==> config.mk <==
export PLATFORM = sky130hd
export DESIGN_NAME = core_top
export DESIGN_NICKNAME = d
export VERILOG_FILES = /design/src/hw/core_pkg.sv /design/src/hw/fetch_unit.sv /design/src/hw/instr_queue.sv /design/src/hw/decode_stage.sv /design/src/hw/execute_stage.sv /design/src/hw/result_stage.sv /design/src/hw/core_top.sv
export VERILOG_INCLUDE_DIRS = /design/src /design/src/include
export SDC_FILE = /design/constraint.sdc
export NUM_CORES = 2
export LEC_CHECK = 0
export ABC_AREA = 1
export BUFFER_PORTS_ARGS = -buffer_cell sky130_fd_sc_hd__clkbuf_2
export CAP_MARGIN = 10
export CORE_MARGIN = 2
export CORE_UTILIZATION = 25
export DETAILED_ROUTE_END_ITERATION = 8
export GPL_TIMING_DRIVEN = 0
export MAX_ROUTING_LAYER = met4
export PLACE_DENSITY_LB_ADDON = 0.1
export SETUP_SLACK_MARGIN = 0.3
export SYNTH_ARGS = -nofsm -noshare
export SYNTH_HDL_FRONTEND = slang
export SYNTH_HIERARCHICAL = 1
export SYNTH_SLANG_ARGS = --single-unit
==> constraint.sdc <==
create_clock -name clk -period 10.88 [get_ports clk]
set_input_delay 1.088 -clock clk [delete_from_list [all_inputs] [get_ports clk]]
set_output_delay 1.088 -clock clk [all_outputs]
set_load 0.01 [all_outputs]
==> src/include/core_settings.svh <==
`ifndef CORE_SETTINGS_SVH
`define CORE_SETTINGS_SVH

// data and pc width
`define CORE_XLEN 32

// architectural registers, r0 reads as zero
`define CORE_REGS 16

// queue slots, power of two, one slot always left free
`define IQ_DEPTH 8

`endif

==> src/hw/core_pkg.sv <==
`include "core_settings.svh"

package core_pkg;

    typedef logic [$clog2(`CORE_REGS)-1:0] reg_idx_t;

    // opcode lives in instr[31:28]
    typedef enum logic [3:0] {
        op_nop  = 4'd0,
        op_add  = 4'd1,
        op_sub  = 4'd2,
        op_and  = 4'd3,
        op_or   = 4'd4,
        op_xor  = 4'd5,
        op_addi = 4'd6,
        op_beq  = 4'd7
    } opcode_e;

    typedef enum logic [1:0] {
        idle,
        wait_mem,
        hold_word
    } fetch_state_e;

    typedef struct packed {
        logic [`CORE_XLEN-1:0] pc;
        logic [31:0]           instr;
    } iq_entry_t;

    typedef struct packed {
        logic                  valid;
        opcode_e               op;
        reg_idx_t              rd;
        reg_idx_t              rs1;
        reg_idx_t              rs2;
        logic [`CORE_XLEN-1:0] imm;
        logic [`CORE_XLEN-1:0] pc;
    } dec_op_t;

    typedef struct packed {
        logic                  valid;
        logic                  writes;
        reg_idx_t              rd;
        logic [`CORE_XLEN-1:0] data;
        logic [`CORE_XLEN-1:0] pc;
        logic                  taken;
        logic [`CORE_XLEN-1:0] target;
    } exe_result_t;

endpackage

==> src/hw/fetch_unit.sv <==
`timescale 1ns/1ps
`include "core_settings.svh"

module fetch_unit (
    input  logic                  clk,
    input  logic                  arst_n,
    output logic                  mem_req,
    output logic [`CORE_XLEN-1:0] mem_pc,
    input  logic                  mem_done,
    input  logic [31:0]           mem_instr,
    output logic                  word_valid,
    output core_pkg::iq_entry_t   word,
    input  logic                  accept,
    input  logic                  flush,
    input  logic [`CORE_XLEN-1:0] redirect_pc
);

    core_pkg::fetch_state_e state;
    logic [`CORE_XLEN-1:0]  pc;
    // reply in flight belongs to the old stream
    logic                   stale;

    assign mem_pc     = pc;
    assign word_valid = (state == core_pkg::hold_word);

    always_ff @(posedge clk or negedge arst_n) begin
        if (!arst_n) begin
            state   <= core_pkg::idle;
            pc      <= '0;
            stale   <= 1'b0;
            mem_req <= 1'b0;
        end else if (flush) begin
            pc <= redirect_pc;
            if ((state == core_pkg::wait_mem && !mem_done) || mem_req) begin
                stale   <= 1'b1;
                state   <= core_pkg::wait_mem;
                mem_req <= 1'b0;
            end else begin
                stale   <= 1'b0;
                state   <= core_pkg::idle;
                mem_req <= 1'b1;
            end
        end else begin
            mem_req <= 1'b0;
            case (state)
                core_pkg::idle: begin
                    if (mem_req) begin
                        state <= core_pkg::wait_mem;
                    end else begin
                        mem_req <= 1'b1;
                    end
                end
                core_pkg::wait_mem: begin
                    if (mem_done && stale) begin
                        // drop it and ask again at the redirected pc
                        stale   <= 1'b0;
                        state   <= core_pkg::idle;
                        mem_req <= 1'b1;
                    end else if (mem_done) begin
                        state <= core_pkg::hold_word;
                    end
                end
                core_pkg::hold_word: begin
                    if (accept) begin
                        pc      <= pc + `CORE_XLEN'(4);
                        state   <= core_pkg::idle;
                        mem_req <= 1'b1;
                    end
                end
                default: state <= core_pkg::idle;
            endcase
        end
    end

    always_ff @(posedge clk) begin
        if (state == core_pkg::wait_mem && mem_done) begin
            word <= '{pc: pc, instr: mem_instr};
        end
    end

    // a request always leads into wait_mem, never out of it
    a_one_outstanding: assert property (@(posedge clk) disable iff (!arst_n)
        mem_req |-> state != core_pkg::wait_mem ##1 state == core_pkg::wait_mem);

endmodule

==> src/hw/instr_queue.sv <==
`timescale 1ns/1ps
`include "core_settings.svh"

module instr_queue (
    input  logic                clk,
    input  logic                arst_n,
    input  logic                word_valid,
    input  core_pkg::iq_entry_t word,
    output logic                accept,
    input  logic                hold,
    output logic                issue_valid,
    output core_pkg::iq_entry_t issue_entry,
    input  logic                flush
);

    localparam int idx_w = $clog2(`IQ_DEPTH);

    core_pkg::iq_entry_t slots [`IQ_DEPTH];

    // one extra bit over the slot index
    logic [idx_w:0] head;
    logic [idx_w:0] tail;
    logic [idx_w:0] used;
    logic           empty;
    logic           full;
    logic           can_issue;

    assign used      = tail - head;
    assign empty     = (head == tail);
    assign full      = (used == `IQ_DEPTH - 1);
    assign can_issue = !empty && !hold;

    // store strobe back to fetch
    assign accept = word_valid && !full && !flush;

    always_ff @(posedge clk or negedge arst_n) begin
        if (!arst_n) begin
            head        <= '0;
            tail        <= '0;
            issue_valid <= 1'b0;
        end else if (flush) begin
            head        <= '0;
            tail        <= '0;
            issue_valid <= 1'b0;
        end else begin
            if (accept) begin
                tail <= tail + 1'b1;
            end
            if (can_issue) begin
                head <= head + 1'b1;
            end
            issue_valid <= can_issue;
        end
    end

    // write and read never hit the same slot in one cycle
    always_ff @(posedge clk) begin
        if (accept) begin
            slots[tail[idx_w-1:0]] <= word;
        end
        if (can_issue) begin
            issue_entry <= slots[head[idx_w-1:0]];
        end
    end

    // occupancy never reaches the slot count
    a_no_overflow: assert property (@(posedge clk) disable iff (!arst_n)
        used < `IQ_DEPTH);

endmodule

==> src/hw/decode_stage.sv <==
`timescale 1ns/1ps
`include "core_settings.svh"

module decode_stage (
    input  logic                clk,
    input  logic                arst_n,
    input  logic                issue_valid,
    input  core_pkg::iq_entry_t issue_entry,
    input  logic                flush,
    output core_pkg::dec_op_t   dec
);

    core_pkg::dec_op_t nxt;

    always_comb begin
        nxt       = '0;
        nxt.valid = issue_valid;
        nxt.rd    = issue_entry.instr[27:24];
        nxt.rs1   = issue_entry.instr[23:20];
        nxt.rs2   = issue_entry.instr[19:16];
        nxt.imm   = {{(`CORE_XLEN-16){issue_entry.instr[15]}}, issue_entry.instr[15:0]};
        nxt.pc    = issue_entry.pc;
        // unknown codes fall back to nop
        nxt.op    = core_pkg::op_nop;
        case (issue_entry.instr[31:28])
            core_pkg::op_add, core_pkg::op_sub, core_pkg::op_and,
            core_pkg::op_or, core_pkg::op_xor, core_pkg::op_addi,
            core_pkg::op_beq: begin
                nxt.op = core_pkg::opcode_e'(issue_entry.instr[31:28]);
            end
            default: ;
        endcase
    end

    always_ff @(posedge clk or negedge arst_n) begin
        if (!arst_n) begin
            dec <= '0;
        end else begin
            dec <= nxt;
            if (flush) begin
                dec.valid <= 1'b0;
            end
        end
    end

endmodule

==> src/hw/execute_stage.sv <==
`timescale 1ns/1ps
`include "core_settings.svh"

module execute_stage (
    input  logic                  clk,
    input  logic                  arst_n,
    input  core_pkg::dec_op_t     dec,
    output core_pkg::reg_idx_t    rf_raddr_a,
    output core_pkg::reg_idx_t    rf_raddr_b,
    input  logic [`CORE_XLEN-1:0] rf_rdata_a,
    input  logic [`CORE_XLEN-1:0] rf_rdata_b,
    input  core_pkg::exe_result_t res,
    input  logic                  flush,
    output core_pkg::exe_result_t exe
);

    logic [`CORE_XLEN-1:0] opa;
    logic [`CORE_XLEN-1:0] opb;
    core_pkg::exe_result_t nxt;

    assign rf_raddr_a = dec.rs1;
    assign rf_raddr_b = dec.rs2;

    // bypass from the op one stage ahead, writes implies rd != 0
    assign opa = (res.valid && res.writes && res.rd == dec.rs1) ? res.data : rf_rdata_a;
    assign opb = (res.valid && res.writes && res.rd == dec.rs2) ? res.data : rf_rdata_b;

    always_comb begin
        nxt        = '0;
        nxt.valid  = dec.valid;
        nxt.rd     = dec.rd;
        nxt.pc     = dec.pc;
        nxt.target = dec.pc + (dec.imm << 2);
        case (dec.op)
            core_pkg::op_add:  nxt.data = opa + opb;
            core_pkg::op_sub:  nxt.data = opa - opb;
            core_pkg::op_and:  nxt.data = opa & opb;
            core_pkg::op_or:   nxt.data = opa | opb;
            core_pkg::op_xor:  nxt.data = opa ^ opb;
            core_pkg::op_addi: nxt.data = opa + dec.imm;
            core_pkg::op_beq:  nxt.taken = (opa == opb);
            default: ;
        endcase
        nxt.writes = (dec.op != core_pkg::op_nop) && (dec.op != core_pkg::op_beq) &&
                     (dec.rd != '0);
    end

    always_ff @(posedge clk or negedge arst_n) begin
        if (!arst_n) begin
            exe <= '0;
        end else begin
            exe <= nxt;
            if (flush) begin
                exe.valid <= 1'b0;
            end
        end
    end

endmodule

==> src/hw/result_stage.sv <==
`timescale 1ns/1ps
`include "core_settings.svh"

module result_stage (
    input  logic                  clk,
    input  logic                  arst_n,
    input  core_pkg::exe_result_t exe,
    input  core_pkg::reg_idx_t    rf_raddr_a,
    input  core_pkg::reg_idx_t    rf_raddr_b,
    output logic [`CORE_XLEN-1:0] rf_rdata_a,
    output logic [`CORE_XLEN-1:0] rf_rdata_b,
    output logic                  flush,
    output logic [`CORE_XLEN-1:0] redirect_pc,
    output logic                  wb_valid,
    output core_pkg::reg_idx_t    wb_rd,
    output logic [`CORE_XLEN-1:0] wb_data,
    output logic [`CORE_XLEN-1:0] wb_pc
);

    logic [`CORE_XLEN-1:0] rf [`CORE_REGS];

    // r0 is never written and reads as zero
    assign rf_rdata_a = (rf_raddr_a == '0) ? '0 : rf[rf_raddr_a];
    assign rf_rdata_b = (rf_raddr_b == '0) ? '0 : rf[rf_raddr_b];

    // taken beq kills everything younger
    assign flush       = exe.valid && exe.taken;
    assign redirect_pc = exe.target;

    always_ff @(posedge clk or negedge arst_n) begin
        if (!arst_n) begin
            wb_valid <= 1'b0;
        end else begin
            wb_valid <= exe.valid && exe.writes;
        end
    end

    always_ff @(posedge clk) begin
        if (exe.valid && exe.writes) begin
            rf[exe.rd] <= exe.data;
        end
        wb_rd   <= exe.rd;
        wb_data <= exe.data;
        wb_pc   <= exe.pc;
    end

    // the branch writes nothing back and the op behind it is killed
    a_flush_kills: assert property (@(posedge clk) disable iff (!arst_n)
        flush |=> !exe.valid && !wb_valid);

endmodule

==> src/hw/core_top.sv <==
`timescale 1ns/1ps
`include "core_settings.svh"

module core_top (
    input  logic                  clk,
    input  logic                  arst_n,
    input  logic                  hold,
    input  logic                  mem_done,
    input  logic [31:0]           mem_instr,
    output logic                  mem_req,
    output logic [`CORE_XLEN-1:0] mem_pc,
    output logic                  wb_valid,
    output core_pkg::reg_idx_t    wb_rd,
    output logic [`CORE_XLEN-1:0] wb_data,
    output logic [`CORE_XLEN-1:0] wb_pc
);

    logic                  word_valid;
    core_pkg::iq_entry_t   word;
    logic                  accept;
    logic                  issue_valid;
    core_pkg::iq_entry_t   issue_entry;
    logic                  flush;
    logic [`CORE_XLEN-1:0] redirect_pc;
    core_pkg::dec_op_t     dec;
    core_pkg::exe_result_t exe;
    core_pkg::reg_idx_t    rf_raddr_a;
    core_pkg::reg_idx_t    rf_raddr_b;
    logic [`CORE_XLEN-1:0] rf_rdata_a;
    logic [`CORE_XLEN-1:0] rf_rdata_b;

    fetch_unit u_fetch (.clk, .arst_n, .mem_req, .mem_pc, .mem_done, .mem_instr,
                        .word_valid, .word, .accept, .flush, .redirect_pc);

    instr_queue u_queue (.clk, .arst_n, .word_valid, .word, .accept, .hold,
                         .issue_valid, .issue_entry, .flush);

    decode_stage u_decode (.clk, .arst_n, .issue_valid, .issue_entry, .flush, .dec);

    // execute sees its own result register for bypass
    execute_stage u_execute (.clk, .arst_n, .dec, .rf_raddr_a, .rf_raddr_b,
                             .rf_rdata_a, .rf_rdata_b, .res(exe), .flush, .exe);

    result_stage u_result (.clk, .arst_n, .exe, .rf_raddr_a, .rf_raddr_b, .rf_rdata_a,
                           .rf_rdata_b, .flush, .redirect_pc, .wb_valid, .wb_rd,
                           .wb_data, .wb_pc);

endmodule

==> reports/results.md <==
### CTS
* 1432 — number of clock sinks
* 0 — total setup buffers inserted after CTS
* 0 — number of hold buffers added after cts
* clkbuf_16 — root buffer cell
* 178 — number of clock buffers inserted by TritonCTS
* 0.86 ns — clock latency at the later pin of the worst-skew pair
* 4 — H-Tree Depth
* done — CTS tree
* 0 — # resized after CTS
* 0.06 ns — Reg clk slew, reported paths
* 4 — number of buffers on the longest clock path

### Synthesis
* 1152 — EDFF count, synth
* 14.8% — Synth async-reset ratio
* 0.0695 mm² — synthesized area
* 49.8% — fraction of post-synthesis cell area in the top cell type by area
* edfxtp_1 — cell type with the highest aggregate area in the netlist
* 9.38 µm² — Synth Area per Inst
* 7407 — synthesized instance count
* 1432 — synthesis-stage register bit count
* 0.492% — xor/xnor cell area share of the yosys netlist
* 3.01% — adder-cell share of the synthesized area
* nand2_1 — top-count cell post-synth
* 59.4% — sequential cell area fraction in the yosys report
* 2000 x nand2_1, 1152 x edfxtp_1, 983 x nand3_1 — top post-synthesis cells by count
* 7608 — Post-Syn Nets
* 6 — count of synthesis-stage warnings from yosys
* 21.5% — area share of and/or/nand/nor cells after synthesis
* 55 — number of library cell types mapped by synthesis
* 7.15% — Synth Area in Compound Gates
* edfxtp_1 — most instantiated flip-flop cell in the synthesis netlist
* edfxtp_1 50%, nand2_1 11%, dfrtp_1 7.6% — main area contributors after synthesis
* simple AND/OR/NAND/NOR gates — main combinational cell family by area after synthesis
* 0% — post-synthesis mux area share

### Global route
* 54140 — number of global-route vias before repair
* 28.6% — global-route met1 utilization
* 34.8% — routing usage on met2
* 12 — initial antenna violation count
* 2.57% — met3 Use GR
* 424 mm — global-route wire length before repair
* 21.9% — All-Layer GR Usage
* met2 — busiest grt layer
* 86 — pin count of the biggest net entering global routing
* 0 — total congestion overflow

### Flow run
* 0 — MaxCap Viol Count

### STA
* 0 — number of hold-slack violations in the final timing report
* 5.88 ns — Period minus WS final
* 0 ns — final total negative setup slack
* 0 — number of max-slew violations in the final report
* 170 MHz — peak clock frequency supported by timing
* 0 — Setup Viol. Count Final
* 0.0561 ns — final clock skew
* 4.48% — Max-slew headroom
* 54.1% — post-route fraction of the period consumed by the critical path
* false — unrepaired setup endpoints after global routing
* 1.42 ns — Slew @ Worst Pin

### Worst setup path
* 6.68 ns — CP Data Arrival Time
* 11.67 ns — worst path required time
* nor4_2 — cell at the slowest stage of the critical path
* buf_4 -> clkbuf_1 -> nor4_2 -> clkbuf_1 -> a21oi_1 -> nand2_1 -> o21ai_0 -> ha_1 -> inv_1 -> a21oi_1 -> a21boi_0 -> nand2_1 -> a21oi_1 -> nand2_1 -> nand2_1 -> nand3_1 -> nand3_1 — ordered list of cells on the worst path
* flip-flop to flip-flop — Worst Path Class, Setup
* 10 — crit path max fanout
* flip-flop — type of element capturing the critical path
* nand2_1 — most used cell, CP
* 1.18 ns — largest incremental delay on the critical path
* flip-flop — sort of element at the start of the critical path

### Drt
* 26.2 µm — Avg WL per Cell
* 55277 — Via Count
* 5744 — starting DRC count in detailed routing
* 0 — Remaining DRCs
* 305 mm — total wire length
* 4.75 — via density per instance
* 6 — DRT Pass-1 Iters
* 0 — number of antenna-violating nets in the routed design

### Final layout
* 7979 — Net count, final
* 29020 — count of filler cells inserted in the layout
* 17.8% — Synth-to-Final Area Change
* 11.8% — ratio of cells with drive above 1 in the final layout

### Status
* complete, no violations — run status

### Floorplan
* 0.276 mm² — standard cell core area
* 531 µm — die width
* 25.1% — initial cell density of the core
* 193 — Site Rows
* 531 µm — Chip Height
* 0.282 mm² — area of the die
* 138 — total I/O pin count

### Place
* 0.915 — gpl congestion
* 219 mm — dpl hpwl
* 137 — Port Buf Inserts

### Hold path
* input port to asynchronous set/reset pin — classification of the worst-slack hold path

[metal layers]
| metal | routed length [µm] | share of wire [%] |
|---|---|---|
| met5 | 0 | 0 |
| met4 | 12700 | 4.2 |
| met3 | 17800 | 5.8 |
| met2 | 141000 | 46 |
| met1 | 134000 | 44 |
[cell type report]
| type | count | area, µm² | area share (%) |
|---|---|---|---|
| buffer | 411 | 2430 | 2.97 |
| clock inverter | 62 | 571 | 0.697 |
| timing repair buffer | 191 | 1800 | 2.20 |
| multi-input combinational | 4651 | 22600 | 27.6 |
| tap | 3705 | 4640 | 5.66 |
| inverter | 913 | 3430 | 4.20 |
| sequential | 1432 | 41300 | 50.4 |
| clock buffer | 262 | 5150 | 6.29 |
| antenna | 3 | 7.51 | 0.00917 |
[sequential cells by signal, indices dropped and copies added, names as in the netlist]
register,count
u_fetch/mem_req,1
u_queue/issue_valid,1
u_result/rf,512
u_fetch/state,2
u_queue/slots,512
u_queue/head,4
u_result/wb_valid,1
u_fetch/stale,1
u_execute/exe,101
u_fetch/word,64
u_decode/dec,65
u_queue/tail,4
u_result/wb_data,32
u_fetch/mem_pc,32
u_queue/issue_entry,64
u_result/wb_rd,4
u_result/wb_pc,32
[critical path, delay by kind of cell (launching register included)]
family / cells / cell delay [ns]
simple gates: 7 / 1.97
compound gates: 5 / 1.69
buf+inv: 4 / 1.23
fa+ha+maj: 1 / 0.52
flops: 1 / 0.39
[cells by family (layout without fill, tap and decap cells)]
family / count (synthesis) / in the layout
DFF: 1432 / 1432
adders and majority gates: 165 / 165
and+or+nand+nor: 3568 / 3568
AOI/OAI and AO/OA: 878 / 878
xor gates and xnor gates: 39 / 39
other: 1 / 4
buffers and inverters: 1324 / 1839
[worst paths after layout]
path / from / endpoint / slack, ns / cells after the start
min in group clk: u_queue/issue_entry[14]$_DFFE_PP_ / u_decode/dec[46]$_DFF_PN0_ / 0.34 / 0
min: arst_n / u_execute/exe[59]$_DFF_PN0_ / 0.20 / 1
max in group asynchronous: arst_n / u_decode/dec[67]$_DFF_PN0_ / 9.76 / 2
max: u_decode/dec[71]$_DFF_PN0_ / u_execute/exe[96]$_DFF_PN0_ / 5.00 / 17
max reg2reg: u_decode/dec[71]$_DFF_PN0_ / u_execute/exe[96]$_DFF_PN0_ / 5.00 / 17
min reg2reg: u_queue/issue_entry[14]$_DFFE_PP_ / u_decode/dec[46]$_DFF_PN0_ / 0.34 / 0
[layout by cell type (no fill, tap or decap), types with 6 or more instances in the layout]
| cell type | netlist | layout |
|---|---|---|
| inv_1 | 866 | 866 |
| a21oi_2 | 14 | 14 |
| clkinv_1 | 0 | 18 |
| o21ai_2 | 41 | 41 |
| nand2_1 | 2000 | 2000 |
| a21oi_1 | 206 | 206 |
| ha_1 | 161 | 161 |
| xnor2_1 | 12 | 12 |
| clkbuf_8 | 0 | 26 |
| dfrtp_1 | 212 | 212 |
| clkbuf_2 | 8 | 144 |
| clkbuf_1 | 75 | 128 |
| buf_4 | 80 | 80 |
| buf_16 | 0 | 8 |
| xor2_1 | 27 | 27 |
| o21ai_1 | 138 | 138 |
| nor4_1 | 6 | 6 |
| nand2_2 | 10 | 10 |
| nand4_1 | 25 | 25 |
| buf_12 | 0 | 41 |
| nor3_1 | 26 | 26 |
| buf_6 | 47 | 47 |
| nand3_1 | 983 | 983 |
| clkinv_2 | 0 | 22 |
| a21o_1 | 10 | 10 |
| edfxtp_1 | 1152 | 1152 |
| buf_1 | 24 | 24 |
| nor2_4 | 5 | 30 |
| nor2_1 | 468 | 443 |
| clkbuf_16 | 0 | 184 |
| o21ai_0 | 260 | 260 |
| dfxtp_1 | 68 | 68 |
| or2_2 | 12 | 12 |
| o21bai_1 | 17 | 17 |
| o22ai_1 | 160 | 160 |
| buf_2 | 177 | 178 |
| inv_2 | 44 | 44 |
| bufinv_16 | 0 | 7 |
| o211ai_1 | 8 | 8 |
| nor2_2 | 14 | 14 |
[through the flow]
stage / util (%) / setup slack (ns) / hold WS (ns) / cell area, µm² / std cells
floorplan: - / 6.01 / 0.324 / 69500 / 7407
global placement: 27.1 / 1.71 / 0.327 / 74800 / 11249
detailed placement: 27.5 / 5.17 / 0.327 / 76100 / 11302
CTS: 29.6 / 5.17 / 0.147 / 81800 / 11626
global route: 29.6 / 4.93 / 0.199 / 81800 / 11628
finish: 29.6 / 5.00 / 0.202 / 81900 / 11630
Power is left out: the tool's default activity adds up to more than one toggle a clock period on the data nets, which glitch-free logic cannot reach.
